**src/rv32i_params.svh**
```systemverilog
`ifndef RV32I_PARAMS_SVH
`define RV32I_PARAMS_SVH

// datapath and register file sizing
`define XLEN        32
`define REG_COUNT   32
`define REG_ADDR_W  5
`define RESET_PC    32'h0000_0000

// major opcodes, instr[6:0]
`define OP_REG      7'b0110011
`define OP_IMM      7'b0010011
`define OP_LUI      7'b0110111
`define OP_BRANCH   7'b1100011

// funct3 codes
`define F3_ADD      3'b000
`define F3_SLT      3'b010
`define F3_XOR      3'b100
`define F3_OR       3'b110
`define F3_AND      3'b111
`define F3_BEQ      3'b000
`define F3_BNE      3'b001

// funct7 bit that turns ADD into SUB
`define F7_SUB_BIT  5

`endif

```
**src/rv32i_pkg.sv**
```systemverilog
`include "rv32i_params.svh"

package rv32i_pkg;

    // data, address and instruction words
    typedef logic [`XLEN-1:0] rv32i_word;
    // register index
    typedef logic [`REG_ADDR_W-1:0] reg_addr_t;

    // alu function, PASS_B is used by LUI
    typedef enum logic [2:0] {
        ALU_ADD,
        ALU_SUB,
        ALU_AND,
        ALU_OR,
        ALU_XOR,
        ALU_SLT,
        ALU_PASS_B
    } alu_op_e;

    // per-instruction control, built in decode
    typedef struct packed {
        alu_op_e alu_op;
        logic    src2_is_imm;
        logic    reg_write;
        logic    is_branch;
        // branch when operands differ
        logic    branch_on_ne;
    } ctrl_word_t;

    // fetch to decode
    typedef struct packed {
        logic      valid;
        rv32i_word pc;
        rv32i_word instr;
    } if_id_t;

    // decode to execute
    typedef struct packed {
        logic       valid;
        ctrl_word_t ctrl;
        rv32i_word  pc;
        reg_addr_t  rs1;
        reg_addr_t  rs2;
        reg_addr_t  rd;
        rv32i_word  rs1_data;
        rv32i_word  rs2_data;
        rv32i_word  imm;
    } id_ex_t;

    // execute to writeback, also the regfile write port
    typedef struct packed {
        logic      valid;
        reg_addr_t rd;
        rv32i_word data;
    } ex_wb_t;

endpackage

```
**src/regfile.sv**
```systemverilog
`timescale 1ns/1ps
`include "rv32i_params.svh"

module regfile (
    input  logic                 clk,
    input  logic                 rst_n_i,
    input  rv32i_pkg::reg_addr_t rs1_addr_i,
    input  rv32i_pkg::reg_addr_t rs2_addr_i,
    output rv32i_pkg::rv32i_word rs1_data_o,
    output rv32i_pkg::rv32i_word rs2_data_o,
    input  rv32i_pkg::ex_wb_t    wr_i
);
    import rv32i_pkg::*;

    rv32i_word regs_q [`REG_COUNT];

    // valid write never targets x0, so regs_q[0] stays zero
    always_ff @(posedge clk or negedge rst_n_i) begin
        if (!rst_n_i) begin
            for (int i = 0; i < `REG_COUNT; i++) begin
                regs_q[i] <= '0;
            end
        end else if (wr_i.valid) begin
            regs_q[wr_i.rd] <= wr_i.data;
        end
    end

    // x0 reads zero, same-cycle write is bypassed to the reader
    always_comb begin
        if (rs1_addr_i == '0)
            rs1_data_o = '0;
        else if (wr_i.valid && (wr_i.rd == rs1_addr_i))
            rs1_data_o = wr_i.data;
        else
            rs1_data_o = regs_q[rs1_addr_i];

        if (rs2_addr_i == '0)
            rs2_data_o = '0;
        else if (wr_i.valid && (wr_i.rd == rs2_addr_i))
            rs2_data_o = wr_i.data;
        else
            rs2_data_o = regs_q[rs2_addr_i];
    end

endmodule

```
**src/fetch_stage.sv**
```systemverilog
`timescale 1ns/1ps
`include "rv32i_params.svh"

module fetch_stage (
    input  logic                 clk,
    input  logic                 rst_n_i,
    output rv32i_pkg::rv32i_word instr_addr_o,
    input  rv32i_pkg::rv32i_word instr_rdata_i,
    input  logic                 redirect_i,
    input  rv32i_pkg::rv32i_word redirect_pc_i,
    output rv32i_pkg::if_id_t    if_id_o
);
    import rv32i_pkg::*;

    rv32i_word pc_q;
    rv32i_word pc_next;
    if_id_t    if_id_q;

    // static not-taken, so only execute can change the flow
    always_comb begin
        if (redirect_i)
            pc_next = redirect_pc_i;
        else
            pc_next = pc_q + `XLEN'd4;
    end

    always_ff @(posedge clk or negedge rst_n_i) begin
        if (!rst_n_i)
            pc_q <= `RESET_PC;
        else
            pc_q <= pc_next;
    end

    // instruction memory answers in the same cycle
    assign instr_addr_o = pc_q;

    // IF/ID register
    // word fetched during a redirect is on the wrong path
    always_ff @(posedge clk or negedge rst_n_i) begin
        if (!rst_n_i) begin
            if_id_q <= '0;
        end else begin
            if_id_q.valid <= ~redirect_i;
            if_id_q.pc    <= pc_q;
            if_id_q.instr <= instr_rdata_i;
        end
    end

    assign if_id_o = if_id_q;

endmodule

```
**src/decode_stage.sv**
```systemverilog
`timescale 1ns/1ps
`include "rv32i_params.svh"

module decode_stage (
    input  logic              clk,
    input  logic              rst_n_i,
    input  rv32i_pkg::if_id_t if_id_i,
    input  logic              flush_i,
    input  rv32i_pkg::ex_wb_t wb_i,
    output rv32i_pkg::id_ex_t id_ex_o
);
    import rv32i_pkg::*;

    logic [6:0] opcode;
    logic [2:0] funct3;
    logic [6:0] funct7;
    reg_addr_t  rs1_addr;
    reg_addr_t  rs2_addr;
    reg_addr_t  rd_addr;
    rv32i_word  rs1_data;
    rv32i_word  rs2_data;
    rv32i_word  imm;
    ctrl_word_t ctrl;
    id_ex_t     id_ex_q;

    // fixed field positions
    assign opcode   = if_id_i.instr[6:0];
    assign rd_addr  = if_id_i.instr[11:7];
    assign funct3   = if_id_i.instr[14:12];
    assign rs1_addr = if_id_i.instr[19:15];
    assign rs2_addr = if_id_i.instr[24:20];
    assign funct7   = if_id_i.instr[31:25];

    // default is a harmless op: no write, no branch
    always_comb begin
        ctrl = '0;
        imm  = '0;
        case (opcode)
            `OP_REG: begin
                ctrl.reg_write = 1'b1;
                case (funct3)
                    `F3_ADD: ctrl.alu_op = funct7[`F7_SUB_BIT] ? ALU_SUB : ALU_ADD;
                    `F3_SLT: ctrl.alu_op = ALU_SLT;
                    `F3_XOR: ctrl.alu_op = ALU_XOR;
                    `F3_OR:  ctrl.alu_op = ALU_OR;
                    `F3_AND: ctrl.alu_op = ALU_AND;
                    default: ctrl.reg_write = 1'b0;
                endcase
            end
            `OP_IMM: begin
                // only ADDI among the immediate ops
                ctrl.src2_is_imm = 1'b1;
                ctrl.reg_write   = (funct3 == `F3_ADD);
                imm = {{20{if_id_i.instr[31]}}, if_id_i.instr[31:20]};
            end
            `OP_LUI: begin
                ctrl.alu_op      = ALU_PASS_B;
                ctrl.src2_is_imm = 1'b1;
                ctrl.reg_write   = 1'b1;
                imm = {if_id_i.instr[31:12], 12'b0};
            end
            `OP_BRANCH: begin
                // B-type offset, bit 0 always zero
                imm = {{20{if_id_i.instr[31]}}, if_id_i.instr[7],
                       if_id_i.instr[30:25], if_id_i.instr[11:8], 1'b0};
                ctrl.is_branch    = (funct3 == `F3_BEQ) || (funct3 == `F3_BNE);
                ctrl.branch_on_ne = (funct3 == `F3_BNE);
            end
            default: begin
                ctrl = '0;
            end
        endcase
    end

    // write port comes straight from EX/WB
    regfile u_regfile (
        .clk        (clk),
        .rst_n_i    (rst_n_i),
        .rs1_addr_i (rs1_addr),
        .rs2_addr_i (rs2_addr),
        .rs1_data_o (rs1_data),
        .rs2_data_o (rs2_data),
        .wr_i       (wb_i)
    );

    // ID/EX register, flush kills the slot behind a taken branch
    always_ff @(posedge clk or negedge rst_n_i) begin
        if (!rst_n_i) begin
            id_ex_q <= '0;
        end else begin
            id_ex_q.valid    <= if_id_i.valid & ~flush_i;
            id_ex_q.ctrl     <= ctrl;
            id_ex_q.pc       <= if_id_i.pc;
            id_ex_q.rs1      <= rs1_addr;
            id_ex_q.rs2      <= rs2_addr;
            id_ex_q.rd       <= rd_addr;
            id_ex_q.rs1_data <= rs1_data;
            id_ex_q.rs2_data <= rs2_data;
            id_ex_q.imm      <= imm;
        end
    end

    assign id_ex_o = id_ex_q;

endmodule

```
**src/execute_stage.sv**
```systemverilog
`timescale 1ns/1ps
`include "rv32i_params.svh"

module execute_stage (
    input  logic                 clk,
    input  logic                 rst_n_i,
    input  rv32i_pkg::id_ex_t    id_ex_i,
    output rv32i_pkg::ex_wb_t    ex_wb_o,
    output logic                 redirect_o,
    output rv32i_pkg::rv32i_word redirect_pc_o
);
    import rv32i_pkg::*;

    logic      fwd_rs1;
    logic      fwd_rs2;
    logic      operands_eq;
    rv32i_word op_a;
    rv32i_word rs2_val;
    rv32i_word op_b;
    rv32i_word alu_res;
    ex_wb_t    ex_wb_q;

    // EX/WB valid already implies rd != x0
    assign fwd_rs1 = ex_wb_q.valid && (ex_wb_q.rd == id_ex_i.rs1);
    assign fwd_rs2 = ex_wb_q.valid && (ex_wb_q.rd == id_ex_i.rs2);

    assign op_a    = fwd_rs1 ? ex_wb_q.data : id_ex_i.rs1_data;
    assign rs2_val = fwd_rs2 ? ex_wb_q.data : id_ex_i.rs2_data;

    // immediate for ADDI and LUI
    assign op_b = id_ex_i.ctrl.src2_is_imm ? id_ex_i.imm : rs2_val;

    always_comb begin
        case (id_ex_i.ctrl.alu_op)
            ALU_ADD:    alu_res = op_a + op_b;
            ALU_SUB:    alu_res = op_a - op_b;
            ALU_AND:    alu_res = op_a & op_b;
            ALU_OR:     alu_res = op_a | op_b;
            ALU_XOR:    alu_res = op_a ^ op_b;
            // signed compare
            ALU_SLT:    alu_res = {{(`XLEN-1){1'b0}}, $signed(op_a) < $signed(op_b)};
            ALU_PASS_B: alu_res = op_b;
            default:    alu_res = op_a + op_b;
        endcase
    end

    // branch compares the forwarded register values, never the imm
    assign operands_eq = (op_a == rs2_val);

    always_comb begin
        redirect_o = 1'b0;
        if (id_ex_i.valid && id_ex_i.ctrl.is_branch) begin
            if (id_ex_i.ctrl.branch_on_ne)
                redirect_o = ~operands_eq;
            else
                redirect_o = operands_eq;
        end
    end

    // target is pc relative
    assign redirect_pc_o = id_ex_i.pc + id_ex_i.imm;

    // EX/WB register
    // x0 writes are dropped here and never retire
    always_ff @(posedge clk or negedge rst_n_i) begin
        if (!rst_n_i) begin
            ex_wb_q <= '0;
        end else begin
            ex_wb_q.valid <= id_ex_i.valid && id_ex_i.ctrl.reg_write && (id_ex_i.rd != '0);
            ex_wb_q.rd    <= id_ex_i.rd;
            ex_wb_q.data  <= alu_res;
        end
    end

    assign ex_wb_o = ex_wb_q;

endmodule

```
**src/rv32i_core.sv**
```systemverilog
`timescale 1ns/1ps

module rv32i_core (
    input  logic                 clk,
    input  logic                 rst_n_i,
    output rv32i_pkg::rv32i_word instr_addr_o,
    input  rv32i_pkg::rv32i_word instr_rdata_i,
    output logic                 wb_valid_o,
    output rv32i_pkg::reg_addr_t wb_rd_o,
    output rv32i_pkg::rv32i_word wb_data_o
);
    import rv32i_pkg::*;

    if_id_t    if_id;
    id_ex_t    id_ex;
    ex_wb_t    ex_wb;
    logic      redirect;
    rv32i_word redirect_pc;

    fetch_stage u_fetch (
        .clk           (clk),
        .rst_n_i       (rst_n_i),
        .instr_addr_o  (instr_addr_o),
        .instr_rdata_i (instr_rdata_i),
        .redirect_i    (redirect),
        .redirect_pc_i (redirect_pc),
        .if_id_o       (if_id)
    );

    // redirect doubles as the decode flush
    decode_stage u_decode (
        .clk     (clk),
        .rst_n_i (rst_n_i),
        .if_id_i (if_id),
        .flush_i (redirect),
        .wb_i    (ex_wb),
        .id_ex_o (id_ex)
    );

    execute_stage u_execute (
        .clk           (clk),
        .rst_n_i       (rst_n_i),
        .id_ex_i       (id_ex),
        .ex_wb_o       (ex_wb),
        .redirect_o    (redirect),
        .redirect_pc_o (redirect_pc)
    );

    // retire port mirrors the regfile write
    assign wb_valid_o = ex_wb.valid;
    assign wb_rd_o    = ex_wb.rd;
    assign wb_data_o  = ex_wb.data;

endmodule

```
**config.mk**
```make
export PLATFORM = sky130hd
export DESIGN_NAME = rv32i_core
export DESIGN_NICKNAME = d
export VERILOG_FILES = /design/src/rv32i_pkg.sv /design/src/regfile.sv /design/src/fetch_stage.sv /design/src/decode_stage.sv /design/src/execute_stage.sv /design/src/rv32i_core.sv
export VERILOG_INCLUDE_DIRS = /design/src /design/src/src
export SDC_FILE = /design/constraint.sdc
export NUM_CORES = 2
export LEC_CHECK = 0
export CORE_MARGIN = 10
export CORE_UTILIZATION = 40
export CTS_CLUSTER_DIAMETER = 30
export DETAILED_ROUTE_END_ITERATION = 10
export DONT_BUFFER_PORTS = 1
export GPL_TIMING_DRIVEN = 0
export PLACE_DENSITY_LB_ADDON = 0.15
export SLEW_MARGIN = 20
export SYNTH_ARGS = -nofsm -noshare
export SYNTH_HDL_FRONTEND = slang
export SYNTH_SLANG_ARGS = --single-unit
```
**constraint.sdc**
```tcl
create_clock -name clk -period 6.3 [get_ports clk]
set_clock_uncertainty 0.1 [all_clocks]
set_input_delay 0.315 -clock clk [delete_from_list [all_inputs] [get_ports clk]]
set_output_delay 0.315 -clock clk [all_outputs]
set_load 0.005 [all_outputs]
```
* After elaboration in Yosys (flattened, before gate mapping)
Cells that the tools add are included.
** Storage, ports and cells
- Bits in registers :: 1310
- Latch bits :: 0
- Memories kept :: 0
- Memory bits (writable) :: 0
- ROM bits :: 0
- Word-level logic and storage cells :: 133
- Input port bits :: 34
- Output and inout port bits :: 70
** Cells by class
- Multiplexer cells :: 28
- Reductions and logical operators :: 15
- Order comparisons :: 5
- Add/sub/neg operators :: 4
- $mul :: 0
- Div/mod/pow operators :: 0
- Bitwise operators :: 9
- Shifts and indexed selects :: 0
- Equal/unequal tests :: 20
** Operators by type and width (count)
- $bwmux 1024 :: 1
- $mux 32 :: 13
- $bmux 32 s5 :: 2
- $pmux 32 s6 :: 1
- $demux 32 s5 :: 1
- $pmux 32 s3 :: 1
- $add 32x32->32 :: 2
- $add 32x3->32 const B :: 1
- $and 32x32->32 :: 1
- $eq 32x32->1 :: 1
- $lt 32x32->1 :: 1
- $or 32x32->32 :: 1
- $sub 32x32->32 :: 1
- $xor 32x32->32 :: 1
- $eq 5x5->1 :: 4
- $eq 3x3->1 const B :: 6
- $ge 6x6->1 const B :: 3
- $not 5->6 :: 3
- $pmux 3 s5 :: 1
- $eq 7x6->1 const B :: 2
- $logic_not 5->1 :: 2
- $eq 3x2->1 const B :: 3
- $logic_and 1x1->1 :: 8
- $eq 7x5->1 const B :: 1
- 14 further kinds :: 20

* Longest topological paths before layout
- Depth after elaboration :: 9
- Gate-level depth with buffers :: 21
- Mapped depth without buffers :: 19

* Hierarchy
Synthesis repeated with hierarchy kept, for this count alone.
** Second synthesis, totals
- Cell total of the unflattened synthesis :: 5535
- Area total of the unflattened synthesis :: 72146.7 um2
** Modules (own cells, without submodules)
- regfile :: cells each 3755, area an instance 54900.2 um2, seq. area each 25624.6 um2, instances 1
- execute_stage :: cells each 1301, area an instance 9561.7 um2, seq. area each 950.9 um2, instances 1
- decode_stage :: cells each 227, area an instance 4319.1 um2, seq. area each 3778.6 um2, instances 1
- fetch_stage :: cells each 252, area an instance 3365.7 um2, seq. area each 2427.3 um2, instances 1

* Worst setup path after synthesis
OpenSTA, ideal clock, no wires.
- Kind :: register -> register
- Start :: register u_execute.ex_wb_q (netlist bit u_execute.ex_wb_o[36])
- End :: register u_execute.ex_wb_q (netlist bit u_execute.ex_wb_o[31])
- Data arrival time :: 4637 ps
- Library setup time :: 90 ps
- Path buffers :: 3
- Clock period less this slack :: 4827 ps
- Setup slack :: 1473 ps
- Required time :: 6110 ps
- Stages on the path, launching flop included :: 20
- Cell sequence :: dfrtp_1 -> xor2_1 -> nor4_2 -> and3_1 -> buf_4 -> buf_6 -> mux2_2 -> mux2_2 -> ha_1 -> clkbuf_1 -> a2111oi_0 -> o21ai_0 -> a221oi_1 -> o21ai_1 -> a31o_2 -> a31oi_1 -> o21ai_0 -> nor4_1 -> a31oi_1 -> o221ai_1
** Between the ends
- Longest elaborated chain between the ends :: 6
- Elaborated cells on any way between the ends :: 13
- Those cells by class :: 2 x add/sub; 2 x eq/ne; 4 x mux; 3 x bitwise; 2 x reduce/logical
** RTL lines
- start: declaration :: RTL line execute_stage.sv:21 : ex_wb_t ex_wb_q;
- $eq 5x5->1 :: RTL line execute_stage.sv:25 : assign fwd_rs2 = ex_wb_q.valid && (ex_wb_q.rd == id_ex_i.rs2);
- $logic_and 1x1->1 :: RTL line execute_stage.sv:25
- $mux 32 :: RTL line execute_stage.sv:28 : assign rs2_val = fwd_rs2 ? ex_wb_q.data : id_ex_i.rs2_data;
- $mux 32 :: RTL line execute_stage.sv:31 : assign op_b = id_ex_i.ctrl.src2_is_imm ? id_ex_i.imm : rs2_val;
- $add 32x32->32, or another cell as far along :: RTL line execute_stage.sv:35, execute_stage.sv:43
- $pmux 32 s6 (*) :: RTL line execute_stage.sv:34 : case (id_ex_i.ctrl.alu_op)
- via u_execute.alu_res[31] :: RTL line execute_stage.sv:20 : rv32i_word alu_res;
Mark *: on every way through the listed nets, which the timed path passes. The rest lies on a longest branch.
A chain may end at the register's enable or synchronous reset.

* Final worst setup path
- Start :: register u_execute.ex_wb_q (netlist bit u_execute.ex_wb_o[34])
- End :: register u_execute.ex_wb_q (netlist bit u_execute.ex_wb_o[20])
The elaborated chain is that of the path after synthesis.

==> impl_metrics.json <==
{
  "critPathMaxFanout": 10,
  "fp.dieH_um": 444,
  "p_int_uw": 22400,
  "power.density_nw_per_um2": 324,
  "grt_max_degree": 229,
  "hold_violations": 0,
  "path_cells": "xor2_1, nor4_4, and3_1, buf_4, buf_4, mux2_2, mux2_2, ha_1, clkbuf_1, inv_1, a21oi_1, nand2_1, o2bb2ai_1, o211ai_1, o21ai_1, o21ai_0, a221o_1, a22oi_1",
  "cts_tree": "done",
  "core-area_sq_um": 178000,
  "finalCritPeriodShare_pct": 97.0,
  "rsz0062_at_grt": "no",
  "slew_violations": 0,
  "whs_ns": 0.233,
  "final_cell_mix": "dfrtp_1, mux2_2, mux4_2",
  "slew_headroom_pct": 12.3,
  "power_frac_comb_pct": 4.0,
  "drcViolationCount": 0,
  "grt_overflow_total": 0,
  "path_depth": 18,
  "clock_latency_ns": 0.95,
  "wl_per_cell_um": 33.0,
  "synth_edf_count": 0,
  "syn_area_sq_um": 71800,
  "worst-endpoint-arrival_ns": 6.75,
  "syn_inst": 5021,
  "fmax_mhz": 164,
  "dpl_cell_area_sq_um": 75100,
  "final_common_cell": "dfrtp_1",
  "ant_nets": 0,
  "hold_end": "u_decode.id_ex_o[124]",
  "nFillCells": 15400,
  "die-width_um": 444,
  "setup-tns-final_ns": 0,
  "grt_pass1_vias": 51200,
  "crit_buf_inv": 4,
  "worstSetupEndpointType": "register",
  "seq_area_frac_synth_pct": 45.7,
  "vias_per_cell": 6.07,
  "min_path_type": "reg2reg",
  "fin_crit_ns": 6.11,
  "dp_hpwl_mm": 192,
  "power_uw": 28800,
  "worst_setup_path_start_kind": "register",
  "numPortBuffers": 0,
  "numCtsBuffers": 367,
  "async_flop_share_pct": 100,
  "finalSetupViolCount": 0,
  "avgSynthCellArea_sq_um": 14.3,
  "r2r-end": "u_execute.ex_wb_o[20]",
  "sw_frac_of_total_pct": 22.3,
  "crit_type": "reg2reg",
  "die_area_sq_um": 197000,
  "outcome": "completed",
  "crit_path_max_incr_delay_ns": 0.58,
  "drive_above_1_share_pct": 43.9,
  "min-delay-start": "u_fetch.if_id_o[45]",
  "cp_data_required_time_ns": 6.93,
  "gr-usage-all-layers_pct": 26.7,
  "finalCoreUtilization_pct": 49.7,
  "r2r_cells": 18,
  "grt_pass1_wl_mm": 380,
  "vias": 49200,
  "critPathSlowestCell": "o2bb2ai_1",
  "crit_family": "compound AO/OA/AOI/OAI gates",
  "cts_sinks": 1310,
  "postSynthNetCount": 5186,
  "crit-reg2reg-launch": "u_execute.ex_wb_o[34]",
  "p_leak_uw": 0.0409,
  "ys_warn_count": 0,
  "reg2reg_setup_slack_ns": 0.19,
  "cts.reportedPaths.clkPinSlew_ns": 0.06,
  "final_area_sq_um": 88700,
  "netlist-cell-type-count": 79,
  "area_growth_pct": 23.6,
  "antenna_found_initial": 11,
  "ios": 104,
  "drtIter0Drc": 4596,
  "start_util_pct": 40.2,
  "ir_drop_v": 0.000213,
  "switching_power_uw": 6400,
  "seq_power_share_pct": 30.1,
  "root_buffer": "clkbuf_16",
  "wl_mm": 267,
  "yosys_register_bits": 1310,
  "cts_buffer_depth": 4,
  "first_pass_iters": 9,
  "maxCapViolCount": 0,
  "num_rows": 155,
  "htree_levels": 5,
  "place.gp.congestion": 0.934,
  "tightest_slew_ns": 1.32,
  "hold_depth": 0,
  "synthFlopType": "dfrtp_1",
  "clkPwrFrac_pct": 66.0,
  "num-nets-final": 5640
}
through the flow:
stage | setup slack (ns) | cells
6_report | 0.187 | 8113
4_1_cts | 0.0116 | 8108
3_5_place_dp | -0.934 | 7389
2_1_floorplan | 1.47 | 5021
3_3_place_gp | -0.775 | 7376
5_1_grt | 0.00920 | 8112
state kept, by name, summed over array words and instances (netlist names):
register	cells
u_fetch.if_id_o	65
u_fetch.instr_addr_o	32
u_decode.id_ex_o	151
u_execute.ex_wb_o	38
u_decode.u_regfile.regs_q	1024
worst reg2reg max path: stages (launching register included):
cell       delay, ns
dfrtp_2         0.55
xor2_1          0.24
nor4_4          0.41
and3_1          0.21
buf_4           0.14
buf_4           0.22
mux2_2          0.38
mux2_2          0.32
ha_1            0.28
clkbuf_1        0.31
inv_1           0.11
a21oi_1         0.19
nand2_1         0.07
o2bb2ai_1       0.58
o211ai_1        0.35
o21ai_1         0.55
o21ai_0         0.20
a221o_1         0.34
a22oi_1         0.34
what timing repair did:
action / in CTS / in global routing
hold buffers: 68 / 0
gates cloned: 0 / 0
endpoints found under the hold margin: 423 / 0
pin swaps: 0 / 3
setup buffers: 0 / 1
setup endpoints to repair: 17 / 10
resized for setup: 13 / 11
power by group through the flow:
stage               Combinational (uW)  Sequential, uW  Clock [uW]
floorplan                          567            8710           0
global placement                   899            8770           0
detailed placement                1090            8770           0
CTS                               1140            8660       19100
global route                      1220            8650       19700
finish                            1140            8650       19000
how the worst max path moves through the flow:
stage	start	to	slack (ns)
final	u_execute.ex_wb_o[34]	u_execute.ex_wb_o[20]	0.19
after global routing	u_execute.ex_wb_o[34]	u_execute.ex_wb_o[28]	0.009
after CTS	u_execute.ex_wb_o[33]	u_execute.ex_wb_o[28]	0.01
after detailed placement	u_execute.ex_wb_o[33]	u_execute.ex_wb_o[29]	-0.93
after global placement	u_execute.ex_wb_o[33]	u_execute.ex_wb_o[29]	-0.77
after floorplan	u_execute.ex_wb_o[36]	u_execute.ex_wb_o[31]	1.47
cell usage after synthesis (12+ instances only):
master | n | area (sq um)
nand2b_1 | 13 | 81.3
o21ai_0 | 80 | 400
mux2i_1 | 123 | 1230
nand4_1 | 18 | 113
a21boi_0 | 14 | 105
a21o_1 | 59 | 443
mux2_2 | 1089 | 12300
o211ai_1 | 12 | 90.1
dfrtp_1 | 1310 | 32800
a21oi_1 | 114 | 571
nand3_1 | 25 | 125
nor2b_1 | 15 | 93.8
mux4_2 | 640 | 14400
nor3_1 | 22 | 110
buf_1 | 115 | 432
nor2_1 | 166 | 623
a31oi_1 | 18 | 113
a211oi_1 | 70 | 526
o21bai_1 | 18 | 135
buf_2 | 13 | 65.1
inv_1 | 136 | 510
nand2_1 | 115 | 432
and3_1 | 21 | 131
a221o_1 | 14 | 140
xnor2_1 | 36 | 315
xor2_1 | 81 | 709
clkbuf_1 | 319 | 1200
ha_1 | 128 | 1600
a22oi_1 | 14 | 105
a221oi_1 | 41 | 359
cells by family after synthesis:
family / after synthesis / share of synthesized area [%]
and+or+nand+nor: 449 / 2.92
AOI/OAI and AO/OA: 543 / 5.19
buffers and inverters: 608 / 3.37
muxes: 1862 / 39.1
xor gates and xnor gates: 117 / 1.43
adders and majority gates: 132 / 2.33
DFF: 1310 / 45.7
metal layers:
metal | vias up | track usage, % | share of wire [%]
met5 | - | 0 | 0
met4 | 0 | 13.9 | 5.9
met3 | 638 | 6.10 | 7.0
met2 | 2070 | 42.4 | 47
met1 | 26300 | 34.2 | 41
li1 | 20200 | - | -
cell type report:
class | count | area [sq um] | share of cell area, %
Clock buffer | 500 | 10600 | 12.0
Inverter | 137 | 514 | 0.580
Tap cell | 2355 | 2950 | 3.32
Timing Repair Buffer | 85 | 1070 | 1.21
Multi-Input combinational cell | 3103 | 36700 | 41.3
Sequential cell | 1310 | 32800 | 37.0
Buffer | 471 | 2020 | 2.28
Antenna cell | 1 | 2.50 | 0.00282
Clock inverter | 151 | 2080 | 2.34
(Power assumes the default switching activity.)
